[config.mk]
export PLATFORM = sky130hd
export DESIGN_NAME = md_top
export DESIGN_NICKNAME = d
export VERILOG_FILES = /design/src/md_pkg.sv /design/src/md_top.sv /design/src/md_imd_regs.sv /design/src/md_div_long.sv /design/src/md_mult_fast.sv /design/src/md_operand_stage.sv
export SDC_FILE = /design/constraint.sdc
export NUM_CORES = 2
export LEC_CHECK = 0
export BUFFER_PORTS_ARGS = -buffer_cell sky130_fd_sc_hd__clkbuf_2
export CELL_PAD_IN_SITES_DETAIL_PLACEMENT = 2
export CELL_PAD_IN_SITES_GLOBAL_PLACEMENT = 2
export CORE_MARGIN = 3
export CORE_UTILIZATION = 44
export DETAILED_ROUTE_END_ITERATION = 8
export MAX_ROUTING_LAYER = met4
export PLACE_DENSITY = 0.95
export REMOVE_ABC_BUFFERS = 1
export SYNTH_ARGS = -nofsm -noshare
export SYNTH_HDL_FRONTEND = slang
export SYNTH_SLANG_ARGS = --single-unit
[constraint.sdc]
create_clock -name clk_i -period 18.57 [get_ports clk_i]
set_input_delay 1.857 -clock clk_i [delete_from_list [all_inputs] [get_ports clk_i]]
set_output_delay 1.857 -clock clk_i [all_outputs]
set_load 0.02 [all_outputs]
[src/md_pkg.sv]
/*
 * Multiply/divide unit package
 * Widths, divider counter constants, operator encoding and the
 * intermediate word shared by the multiplier and the divider
 */
package md_pkg;

  // Operand and result width
  localparam int unsigned XLEN = 32;

  // One multiplier half-operand
  localparam int unsigned HALF_W = 16;

  // Intermediate word, data plus two guard bits
  localparam int unsigned IMD_W = 34;

  // Divider iteration counter
  localparam int unsigned CNT_W = 5;

  // Counter start value, one step per quotient bit
  localparam logic [CNT_W-1:0] DIV_LAST_CNT = 5'd31;

  // Operator encoding
  typedef enum logic [1:0] {
    MD_OP_MULL,
    MD_OP_MULH,
    MD_OP_DIV,
    MD_OP_REM
  } md_op_e;

  // Divider view of the intermediate word
  typedef struct packed {
    // Carry and sign guard
    logic [1:0]      guard;
    // Remainder or quotient
    logic [XLEN-1:0] data;
  } md_imd_s;

  // Same word, read as MAC accumulator or as divider fields
  typedef union packed {
    logic signed [IMD_W-1:0] acc;
    md_imd_s                 fields;
  } md_imd_u;

endpackage
[src/md_top.sv]
/*
 * Multiply/divide unit top level
 * Operand stage feeding the multiplier and divider over shared registers
 */
module md_top (
  input  logic                    clk_i,
  input  logic                    rst_ni,
  input  logic                    req_i,
  input  md_pkg::md_op_e          operator_i,
  input  logic [1:0]              signed_mode_i,
  input  logic [md_pkg::XLEN-1:0] op_a_i,
  input  logic [md_pkg::XLEN-1:0] op_b_i,
  output logic                    ready_o,
  input  logic                    result_ready_i,
  output logic                    valid_o,
  output logic [md_pkg::XLEN-1:0] result_o
);
  import md_pkg::*;

  // Held request
  md_op_e          op;
  logic [1:0]      signed_mode;
  logic [XLEN-1:0] op_a;
  logic [XLEN-1:0] op_b;

  // Engine handshakes
  logic            mult_start;
  logic            div_start;
  logic            mult_done;
  logic            div_done;
  logic            mult_valid;
  logic            div_valid;
  logic [XLEN-1:0] mult_result;

  // Intermediate register traffic
  md_imd_u         imd_q;
  md_imd_u         mult_imd_d;
  logic            mult_imd_we;
  md_imd_u         div_imd_d;
  logic            div_imd_we;
  logic [XLEN-1:0] den_d;
  logic            den_we;
  logic [XLEN-1:0] den_q;

  md_operand_stage u_operand_stage (
    .clk_i         (clk_i),
    .rst_ni        (rst_ni),
    .req_i         (req_i),
    .operator_i    (operator_i),
    .signed_mode_i (signed_mode_i),
    .op_a_i        (op_a_i),
    .op_b_i        (op_b_i),
    .mult_done_i   (mult_done),
    .div_done_i    (div_done),
    .ready_o       (ready_o),
    .mult_start_o  (mult_start),
    .div_start_o   (div_start),
    .op_o          (op),
    .signed_mode_o (signed_mode),
    .op_a_o        (op_a),
    .op_b_o        (op_b)
  );

  md_mult_fast u_mult_fast (
    .clk_i          (clk_i),
    .rst_ni         (rst_ni),
    .start_i        (mult_start),
    .op_i           (op),
    .signed_mode_i  (signed_mode),
    .op_a_i         (op_a),
    .op_b_i         (op_b),
    .imd_q_i        (imd_q),
    .result_ready_i (result_ready_i),
    .imd_d_o        (mult_imd_d),
    .imd_we_o       (mult_imd_we),
    .result_o       (mult_result),
    .valid_o        (mult_valid),
    .done_o         (mult_done)
  );

  md_div_long u_div_long (
    .clk_i          (clk_i),
    .rst_ni         (rst_ni),
    .start_i        (div_start),
    .op_i           (op),
    .signed_mode_i  (signed_mode),
    .op_a_i         (op_a),
    .op_b_i         (op_b),
    .imd_q_i        (imd_q),
    .den_q_i        (den_q),
    .result_ready_i (result_ready_i),
    .imd_d_o        (div_imd_d),
    .imd_we_o       (div_imd_we),
    .den_d_o        (den_d),
    .den_we_o       (den_we),
    .valid_o        (div_valid),
    .done_o         (div_done)
  );

  md_imd_regs u_imd_regs (
    .clk_i         (clk_i),
    .rst_ni        (rst_ni),
    .mult_imd_d_i  (mult_imd_d),
    .mult_imd_we_i (mult_imd_we),
    .div_imd_d_i   (div_imd_d),
    .div_imd_we_i  (div_imd_we),
    .den_d_i       (den_d),
    .den_we_i      (den_we),
    .mult_result_i (mult_result),
    .mult_valid_i  (mult_valid),
    .div_valid_i   (div_valid),
    .imd_q_o       (imd_q),
    .den_q_o       (den_q),
    .result_o      (result_o),
    .valid_o       (valid_o)
  );

endmodule

[src/md_imd_regs.sv]
/*
 * Intermediate registers
 * Accumulator/remainder word, denominator, and the result mux
 */
module md_imd_regs (
  input  logic                    clk_i,
  input  logic                    rst_ni,
  input  md_pkg::md_imd_u         mult_imd_d_i,
  input  logic                    mult_imd_we_i,
  input  md_pkg::md_imd_u         div_imd_d_i,
  input  logic                    div_imd_we_i,
  input  logic [md_pkg::XLEN-1:0] den_d_i,
  input  logic                    den_we_i,
  input  logic [md_pkg::XLEN-1:0] mult_result_i,
  input  logic                    mult_valid_i,
  input  logic                    div_valid_i,
  output md_pkg::md_imd_u         imd_q_o,
  output logic [md_pkg::XLEN-1:0] den_q_o,
  output logic [md_pkg::XLEN-1:0] result_o,
  output logic                    valid_o
);

  // Word 0, only one engine is active at a time
  always_ff @(posedge clk_i or negedge rst_ni) begin
    if (!rst_ni) begin
      imd_q_o <= '0;
    end else if (mult_imd_we_i) begin
      imd_q_o <= mult_imd_d_i;
    end else if (div_imd_we_i) begin
      imd_q_o <= div_imd_d_i;
    end
  end

  // Word 1, divider denominator
  always_ff @(posedge clk_i or negedge rst_ni) begin
    if (!rst_ni) begin
      den_q_o <= '0;
    end else if (den_we_i) begin
      den_q_o <= den_d_i;
    end
  end

  // Multiplier result is combinational, divider result sits in word 0
  assign result_o = mult_valid_i ? mult_result_i : imd_q_o.fields.data;
  assign valid_o  = mult_valid_i | div_valid_i;

endmodule

[src/md_div_long.sv]
/*
 * Long divider
 * Restoring division, one quotient bit per cycle, with its own adder
 * for absolute values, the compare steps and the final sign fix
 */
module md_div_long (
  input  logic                    clk_i,
  input  logic                    rst_ni,
  input  logic                    start_i,
  input  md_pkg::md_op_e          op_i,
  input  logic [1:0]              signed_mode_i,
  input  logic [md_pkg::XLEN-1:0] op_a_i,
  input  logic [md_pkg::XLEN-1:0] op_b_i,
  input  md_pkg::md_imd_u         imd_q_i,
  input  logic [md_pkg::XLEN-1:0] den_q_i,
  input  logic                    result_ready_i,
  output md_pkg::md_imd_u         imd_d_o,
  output logic                    imd_we_o,
  output logic [md_pkg::XLEN-1:0] den_d_o,
  output logic                    den_we_o,
  output logic                    valid_o,
  output logic                    done_o
);
  import md_pkg::*;

  typedef enum logic [2:0] {
    IDLE,
    ABS_A,
    ABS_B,
    COMP,
    LAST,
    CHANGE_SIGN,
    FINISH
  } div_state_e;

  div_state_e       state_q;
  div_state_e       state_d;
  logic [CNT_W-1:0] cnt_q;
  logic [CNT_W-1:0] cnt_d;
  logic [XLEN-1:0]  numer_q;
  logic [XLEN-1:0]  numer_d;
  logic [XLEN-1:0]  quot_q;
  logic [XLEN-1:0]  quot_d;
  logic [XLEN:0]    adder_op_a;
  logic [XLEN:0]    adder_op_b;
  logic [XLEN:0]    adder_sum;
  logic [XLEN-1:0]  adder_res;
  logic [XLEN-1:0]  rem_q;
  logic [XLEN-1:0]  one_shift;
  logic [XLEN-1:0]  next_remainder;
  logic [XLEN-1:0]  next_quotient;
  logic             div_sign_a;
  logic             div_sign_b;
  logic             div_change_sign;
  logic             b_is_zero;
  logic             is_greater_equal;
  logic             div_en;
  md_imd_u          rem_d;

  // Operand b carries ~x with a forced carry-in in bit 0, so the sum is a - x
  assign adder_sum = adder_op_a + adder_op_b;
  assign adder_res = adder_sum[XLEN:1];

  assign rem_q     = imd_q_i.fields.data;
  assign b_is_zero = (op_b_i == '0);

  assign div_sign_a      = signed_mode_i[0] & op_a_i[XLEN-1];
  assign div_sign_b      = signed_mode_i[1] & op_b_i[XLEN-1];
  assign div_change_sign = div_sign_a ^ div_sign_b;

  // Quotient bit for the current step
  assign one_shift = {{(XLEN-1){1'b0}}, 1'b1} << cnt_q;

  // Remainder >= denominator, both magnitudes
  always_comb begin
    if (rem_q[XLEN-1] == den_q_i[XLEN-1]) begin
      is_greater_equal = ~adder_res[XLEN-1];
    end else begin
      is_greater_equal = rem_q[XLEN-1];
    end
  end

  assign next_remainder = is_greater_equal ? adder_res : rem_q;
  assign next_quotient  = is_greater_equal ? (quot_q | one_shift) : quot_q;

  always_comb begin
    state_d    = state_q;
    cnt_d      = cnt_q - 1'b1;
    numer_d    = numer_q;
    quot_d     = quot_q;
    rem_d      = imd_q_i;
    den_d_o    = den_q_i;
    adder_op_a = {{XLEN{1'b0}}, 1'b1};
    adder_op_b = {~op_b_i, 1'b1};

    unique case (state_q)
      IDLE: begin
        // Preload the divide-by-zero answer
        if (op_i == MD_OP_DIV) begin
          rem_d = '1;
        end else begin
          rem_d.fields.guard = 2'b00;
          rem_d.fields.data  = op_a_i;
        end
        state_d = b_is_zero ? FINISH : ABS_A;
        cnt_d   = DIV_LAST_CNT;
      end

      ABS_A: begin
        // |a| = 0 - a when negative
        adder_op_b = {~op_a_i, 1'b1};
        numer_d    = div_sign_a ? adder_res : op_a_i;
        quot_d     = '0;
        state_d    = ABS_B;
        cnt_d      = DIV_LAST_CNT;
      end

      ABS_B: begin
        // |b|, and first numerator bit into the remainder
        den_d_o            = div_sign_b ? adder_res : op_b_i;
        rem_d.fields.guard = 2'b00;
        rem_d.fields.data  = {{(XLEN-1){1'b0}}, numer_q[XLEN-1]};
        state_d            = COMP;
        cnt_d              = DIV_LAST_CNT;
      end

      COMP: begin
        // Remainder minus denominator
        adder_op_a = {rem_q, 1'b1};
        adder_op_b = {~den_q_i, 1'b1};
        // Shift in the next numerator bit
        rem_d.fields.guard = {1'b0, next_remainder[XLEN-1]};
        rem_d.fields.data  = {next_remainder[XLEN-2:0], numer_q[cnt_d]};
        quot_d             = next_quotient;
        state_d            = (cnt_q == 1) ? LAST : COMP;
      end

      LAST: begin
        adder_op_a         = {rem_q, 1'b1};
        adder_op_b         = {~den_q_i, 1'b1};
        // Word 0 keeps only what the operator returns
        rem_d.fields.guard = 2'b00;
        if (op_i == MD_OP_DIV) begin
          rem_d.fields.data = next_quotient;
        end else begin
          rem_d.fields.data = next_remainder;
        end
        state_d = CHANGE_SIGN;
      end

      CHANGE_SIGN: begin
        // 0 - result
        adder_op_b = {~rem_q, 1'b1};
        if (op_i == MD_OP_DIV) begin
          if (div_change_sign) begin
            rem_d.fields.data = adder_res;
          end
        end else if (div_sign_a) begin
          // Remainder follows the dividend sign
          rem_d.fields.data = adder_res;
        end
        state_d = FINISH;
      end

      FINISH: begin
        state_d = IDLE;
      end

      default: begin
        state_d = IDLE;
      end
    endcase
  end

  assign valid_o = (state_q == FINISH);
  assign done_o  = valid_o & result_ready_i;

  // Idle waits for start, FINISH holds under back-pressure
  assign div_en = (state_q == IDLE) ? start_i : ~(valid_o & ~result_ready_i);

  always_ff @(posedge clk_i or negedge rst_ni) begin
    if (!rst_ni) begin
      state_q <= IDLE;
      cnt_q   <= '0;
    end else if (div_en) begin
      state_q <= state_d;
      cnt_q   <= cnt_d;
    end
  end

  always_ff @(posedge clk_i) begin
    if (div_en) begin
      numer_q <= numer_d;
      quot_q  <= quot_d;
    end
  end

  assign imd_d_o  = rem_d;
  assign imd_we_o = div_en;
  assign den_we_o = div_en;

endmodule

[src/md_mult_fast.sv]
/*
 * Fast multiplier
 * One 17x17 signed MAC, walked over the four 16-bit partial products
 * MULL done after three steps, MULH after four
 */
module md_mult_fast (
  input  logic                    clk_i,
  input  logic                    rst_ni,
  input  logic                    start_i,
  input  md_pkg::md_op_e          op_i,
  input  logic [1:0]              signed_mode_i,
  input  logic [md_pkg::XLEN-1:0] op_a_i,
  input  logic [md_pkg::XLEN-1:0] op_b_i,
  input  md_pkg::md_imd_u         imd_q_i,
  input  logic                    result_ready_i,
  output md_pkg::md_imd_u         imd_d_o,
  output logic                    imd_we_o,
  output logic [md_pkg::XLEN-1:0] result_o,
  output logic                    valid_o,
  output logic                    done_o
);
  import md_pkg::*;

  typedef enum logic [1:0] {
    ALBL,
    ALBH,
    AHBL,
    AHBH
  } mult_state_e;

  mult_state_e             state_q;
  mult_state_e             state_d;
  logic [HALF_W-1:0]       mult_op_a;
  logic [HALF_W-1:0]       mult_op_b;
  logic                    sign_a;
  logic                    sign_b;
  logic                    signed_mult;
  logic signed [IMD_W-1:0] accum;
  logic signed [IMD_W-1:0] mac_res;
  logic [IMD_W-1:0]        mac_res_d;
  logic                    advance;

  assign signed_mult = |signed_mode_i;

  // The MAC kernel
  // Top result bit would only repeat bit 33, so 34 bits suffice
  assign mac_res = $signed({sign_a, mult_op_a}) * $signed({sign_b, mult_op_b}) + accum;

  always_comb begin
    mult_op_a = op_a_i[HALF_W-1:0];
    mult_op_b = op_b_i[HALF_W-1:0];
    sign_a    = 1'b0;
    sign_b    = 1'b0;
    accum     = imd_q_i.acc;
    mac_res_d = mac_res;
    state_d   = state_q;
    valid_o   = 1'b0;

    unique case (state_q)
      ALBL: begin
        // al*bl, nothing to add yet
        accum   = '0;
        state_d = ALBH;
      end

      ALBH: begin
        // al*bh, plus upper half of al*bl
        mult_op_b = op_b_i[XLEN-1:HALF_W];
        sign_b    = signed_mode_i[1] & op_b_i[XLEN-1];
        accum     = {{(IMD_W-HALF_W){1'b0}}, imd_q_i.acc[XLEN-1:HALF_W]};
        if (op_i == MD_OP_MULL) begin
          // Only the low 16 bits matter for the low word
          mac_res_d = {2'b00, mac_res[HALF_W-1:0], imd_q_i.acc[HALF_W-1:0]};
        end
        state_d = AHBL;
      end

      AHBL: begin
        // ah*bl
        mult_op_a = op_a_i[XLEN-1:HALF_W];
        sign_a    = signed_mode_i[0] & op_a_i[XLEN-1];
        if (op_i == MD_OP_MULL) begin
          accum     = {{(IMD_W-HALF_W){1'b0}}, imd_q_i.acc[XLEN-1:HALF_W]};
          mac_res_d = {2'b00, mac_res[HALF_W-1:0], imd_q_i.acc[HALF_W-1:0]};
          valid_o   = 1'b1;
          state_d   = ALBL;
        end else begin
          state_d = AHBH;
        end
      end

      AHBH: begin
        // ah*bh, plus accumulator shifted down by 16
        mult_op_a = op_a_i[XLEN-1:HALF_W];
        mult_op_b = op_b_i[XLEN-1:HALF_W];
        sign_a    = signed_mode_i[0] & op_a_i[XLEN-1];
        sign_b    = signed_mode_i[1] & op_b_i[XLEN-1];
        // Accumulator is signed unless both operands are unsigned
        accum     = {{HALF_W{signed_mult & imd_q_i.acc[IMD_W-1]}},
                     imd_q_i.acc[IMD_W-1:HALF_W]};
        valid_o   = 1'b1;
        state_d   = ALBL;
      end

      default: begin
        state_d = ALBL;
      end
    endcase
  end

  // Idle waits for start, final state waits for the consumer
  assign advance = (state_q == ALBL) ? start_i : (~valid_o | result_ready_i);

  always_ff @(posedge clk_i or negedge rst_ni) begin
    if (!rst_ni) begin
      state_q <= ALBL;
    end else if (advance) begin
      state_q <= state_d;
    end
  end

  // Partial sums only, word 0 frozen while the result is shown
  assign imd_d_o.acc = mac_res_d;
  assign imd_we_o    = advance & ~valid_o;

  assign result_o = mac_res_d[XLEN-1:0];
  assign done_o   = valid_o & result_ready_i;

endmodule

[src/md_operand_stage.sv]
/*
 * Operand stage
 * Accepts one request, holds operator and operands for the engines
 * and issues a start pulse to the engine that serves the operator
 */
module md_operand_stage (
  input  logic                    clk_i,
  input  logic                    rst_ni,
  input  logic                    req_i,
  input  md_pkg::md_op_e          operator_i,
  input  logic [1:0]              signed_mode_i,
  input  logic [md_pkg::XLEN-1:0] op_a_i,
  input  logic [md_pkg::XLEN-1:0] op_b_i,
  input  logic                    mult_done_i,
  input  logic                    div_done_i,
  output logic                    ready_o,
  output logic                    mult_start_o,
  output logic                    div_start_o,
  output md_pkg::md_op_e          op_o,
  output logic [1:0]              signed_mode_o,
  output logic [md_pkg::XLEN-1:0] op_a_o,
  output logic [md_pkg::XLEN-1:0] op_b_o
);
  import md_pkg::*;

  logic            busy_q;
  logic            start_q;
  logic            accept;
  logic            is_mult;
  md_op_e          op_q;
  logic [1:0]      mode_q;
  logic [XLEN-1:0] a_q;
  logic [XLEN-1:0] b_q;

  // One operation in flight at a time
  assign ready_o = ~busy_q;
  assign accept  = req_i & ready_o;

  always_ff @(posedge clk_i or negedge rst_ni) begin
    if (!rst_ni) begin
      busy_q  <= 1'b0;
      start_q <= 1'b0;
    end else begin
      // Start fires in the cycle after acceptance
      start_q <= accept;
      if (accept) begin
        busy_q <= 1'b1;
      end else if (mult_done_i || div_done_i) begin
        busy_q <= 1'b0;
      end
    end
  end

  // Operands stay put until the next acceptance
  always_ff @(posedge clk_i) begin
    if (accept) begin
      op_q   <= operator_i;
      mode_q <= signed_mode_i;
      a_q    <= op_a_i;
      b_q    <= op_b_i;
    end
  end

  // Route start by operator class
  assign is_mult      = (op_q == MD_OP_MULL) || (op_q == MD_OP_MULH);
  assign mult_start_o = start_q & is_mult;
  assign div_start_o  = start_q & ~is_mult;

  assign op_o          = op_q;
  assign signed_mode_o = mode_q;
  assign op_a_o        = a_q;
  assign op_b_o        = b_q;

endmodule

==> impl_metrics.toml <==
[outcome]
run_status = "finished, violations left"
failing_checks = "design-rule violations"

[routing]
route.detailed.wl_per_inst_um = 36.1
drt.antenna.violating_nets = 0
detail_route.drc_violations = 4
initialDrtViolationCount = 3877
drt_pass1_iterations = 9
vias = 27700
wirelength_um = 146000
viasPerCell = 6.83

[layout]
drive_gt1_share_pct = 10.9
nNetsFinal = 3737
fillers = 6619
area.growth.synth_to_final_pct = 8.99

[floorplan]
initial_core_util_pct = 44.7
die_w_um = 257
die-height_um = 257
placeableCoreArea_sq_mm = 0.0621
design.portCount = 106
rows = 91
fp.dieArea_sq_mm = 0.0662

[sta]
finish_stage_setup_viols = 0
worst_slew_margin_rel_pct = 3.70
finClkSkew_ps = 38.3
max_slew.worst_pin.slew_ps = 1420
timing.final.hold_violations = 0
finalCriticalPeriod_ps = 11770
finalCritPeriodShare_pct = 63.4
timing.setup.tns_ps = 0
slew_viol_final = 0
setup_repair_after_global_routing_missed_its_margin = "no"
max_clock_freq_mhz = 85.0

[clock_network]
hold_buf_cts = 0
cts_made_buffers = 26
tritoncts = "built"
clkTransAtPathRegs_ps = 70
clk_path_buf_depth = 3
htree_num_levels = 1
clk_latency_ps = 600
clk_root_buffer_cell = "sky130_fd_sc_hd__clkbuf_16"
post_cts_resized = 0
post_cts.repair.setup_buffers = 0
cts.sink_count = 210

[global_route]
global_route_wire_length_before_repair_um = 213000
gr-total-overflow = 0
grt_util_met2_pct = 68.4
gr-usage-met3_pct = 12.6
global_route.usage.met1_pct = 52.6
grt_max_degree = 70
global_route.peak_usage_layer = "met2"
first_global_vias = 31000
grt_util_all_layers_pct = 45.1
grt_antenna_before_repair = 11

[logic_synthesis]
synth_async_sr_flop_share_pct = 37.1
synth_top_cell_area_share_pct = 24.5
netlist-cell-type-count = 83
synthesis.instances = 3134
synth-edff-count = 132
ys_warn_count = 0
ys_top_cells_by_count = "sky130_fd_sc_hd__inv_1, sky130_fd_sc_hd__nor2_1, sky130_fd_sc_hd__fa_1"
post-synth-top-count-cell = "sky130_fd_sc_hd__inv_1"
synth-seq-area-share_pct = 21.3
synth.top_cells.by_area = "sky130_fd_sc_hd__fa_1, sky130_fd_sc_hd__edfxtp_1, sky130_fd_sc_hd__dfrtp_1"
synth_seq_cells = 210
netlist_area_sq_mm = 0.0278
netlist.top_cell.by_area = "sky130_fd_sc_hd__fa_1"
yosys_most_used_dff = "sky130_fd_sc_hd__edfxtp_1"
synthesis.area_per_instance_sq_um = 8.86

[place]
detailed_place_hpwl_um = 112000
place.gp.congestion = 1.04
place.port_buffers = 105

[critical_path]
worst_r2r_endpoint = "u_imd_regs.imd_q_o[31]"
cp_max_fo = 37
cp_common_cell = "sky130_fd_sc_hd__fa_1"
critPathTopFamily = "adder cells"
worst-r2r-setup-slack_ps = 9240
regToRegStartpoint = "u_mult_fast.state_q[0]"
worstPathRequired_ps = 16710
setup.worst_path.end_class = "output pin"
critical_path.slowest_cell = "sky130_fd_sc_hd__mux2i_1"
critPathBufInv = 7
worstRegToRegCells = 27
critical_path.startpoint_type = "flop"
criticalPathCategory = "reg -> out"
crit_arrival_ps = 9910
critPathMaxStageDelay_ps = 950

[min_path]
hold_path.class = "reg -> reg"
worstHoldEndpoint = "u_imd_regs.den_q_o[10]"
hold_path.startpoint = "u_imd_regs.den_q_o[10]"
whs_path_depth = 2

[flow_run]
cap_violations = 0
==> layout make-up <==
type,instances,area (sq um),area share (%)
repair buffers,182,1110,3.66
clock inverters,16,184,0.608
diodes,17,42.5,0.141
inverters,479,1800,5.94
well taps,837,1050,3.46
multi-input cells,2284,19400,64.2
flip-flops and latches,210,5920,19.6
clock buffers,32,723,2.39
==> per-stage QoR <==
step	area (sq um)	setup slack (ps)	utilization (%)	hold slack (ps)	instances
final	30300	6800	48.8	514	4057
after global routing	30200	6540	48.7	571	4050
after CTS	30200	7020	48.7	525	4040
after detailed placement	29300	7690	47.2	510	3992
after global placement	29300	8330	47.2	486	3992
after floorplan	27100	7240	-	472	2973
==> worst max-delay path by stage <==
stage | start | to | cells past startpoint
final | u_mult_fast.state_q[0] | result_o[31] | 28
after CTS | u_mult_fast.state_q[0] | result_o[31] | 28
after global placement | u_mult_fast.state_q[0] | result_o[26] | 27
after floorplan | u_mult_fast.state_q[0] | result_o[31] | 27
after global routing | u_mult_fast.state_q[0] | result_o[31] | 28
after detailed placement | u_mult_fast.state_q[0] | result_o[31] | 28
==> routing by layer <==
layer,wire length [um],up-vias
li1,-,10600
met4,12700,0
met5,0,-
met1,52000,14000
met3,16800,842
met2,65000,2181
==> worst register-to-register path, cell delays in order (launching register included) <==
cell	delay, ps
sky130_fd_sc_hd__dfrtp_1	430
sky130_fd_sc_hd__inv_1	120
sky130_fd_sc_hd__ha_1	320
sky130_fd_sc_hd__nor2_4	140
sky130_fd_sc_hd__buf_4	480
sky130_fd_sc_hd__mux2i_1	980
sky130_fd_sc_hd__nor2_1	220
sky130_fd_sc_hd__fa_1	590
sky130_fd_sc_hd__inv_1	60
sky130_fd_sc_hd__fa_1	410
sky130_fd_sc_hd__fa_1	530
sky130_fd_sc_hd__fa_1	580
sky130_fd_sc_hd__inv_1	70
sky130_fd_sc_hd__fa_1	510
sky130_fd_sc_hd__inv_1	80
sky130_fd_sc_hd__fa_1	530
sky130_fd_sc_hd__inv_1	60
sky130_fd_sc_hd__ha_1	390
sky130_fd_sc_hd__a21o_1	210
sky130_fd_sc_hd__a21oi_1	250
sky130_fd_sc_hd__o21ai_0	160
sky130_fd_sc_hd__nor2_1	350
sky130_fd_sc_hd__o21ai_1	240
sky130_fd_sc_hd__a21oi_1	340
sky130_fd_sc_hd__o21ai_0	180
sky130_fd_sc_hd__xor2_1	230
sky130_fd_sc_hd__and2_1	190
sky130_fd_sc_hd__or4_1	550
==> cells by family after synthesis <==
kind of cell	Yosys count	share of synthesized area [%]
AO/OA/AOI/OAI	669	15.7
flip-flops	210	21.3
multiplexers	180	7.27
XOR/XNOR	69	2.18
AND/OR/NAND/NOR	883	13.8
buffers and inverters	640	8.85
adder cells (fa/ha/maj)	483	30.9
==> state kept, by name (all words and copies together), names as in the netlist <==
register	count
u_div_long.cnt_q	5
u_div_long.numer_q	32
u_div_long.quot_q	32
u_div_long.state_q	3
u_imd_regs.den_q_o	32
u_imd_regs.imd_q_o	34
u_mult_fast.state_q	2
u_operand_stage.busy_q	1
u_operand_stage.op_a_o	32
u_operand_stage.op_b_o	32
u_operand_stage.op_o	2
u_operand_stage.signed_mode_o	2
u_operand_stage.start_q	1
==> placed cells by master (no fill, tap or decap), types with 43 or more instances in the layout <==
cell,n
sky130_fd_sc_hd__inv_1,478
sky130_fd_sc_hd__fa_1,340
sky130_fd_sc_hd__nor2_1,338
sky130_fd_sc_hd__nand2_1,311
sky130_fd_sc_hd__a21oi_1,186
sky130_fd_sc_hd__o21ai_0,150
sky130_fd_sc_hd__ha_1,142
sky130_fd_sc_hd__edfxtp_1,132
sky130_fd_sc_hd__clkbuf_2,104
sky130_fd_sc_hd__mux2i_1,98
sky130_fd_sc_hd__buf_4,78
sky130_fd_sc_hd__dfrtp_1,75
sky130_fd_sc_hd__mux2_2,65
sky130_fd_sc_hd__nor3_1,53
sky130_fd_sc_hd__o221ai_1,47
sky130_fd_sc_hd__and2_1,44
sky130_fd_sc_hd__xnor2_1,43
Power is left out: the tool's default activity adds up to more than one toggle a clock period on the data nets, which glitch-free logic cannot reach.
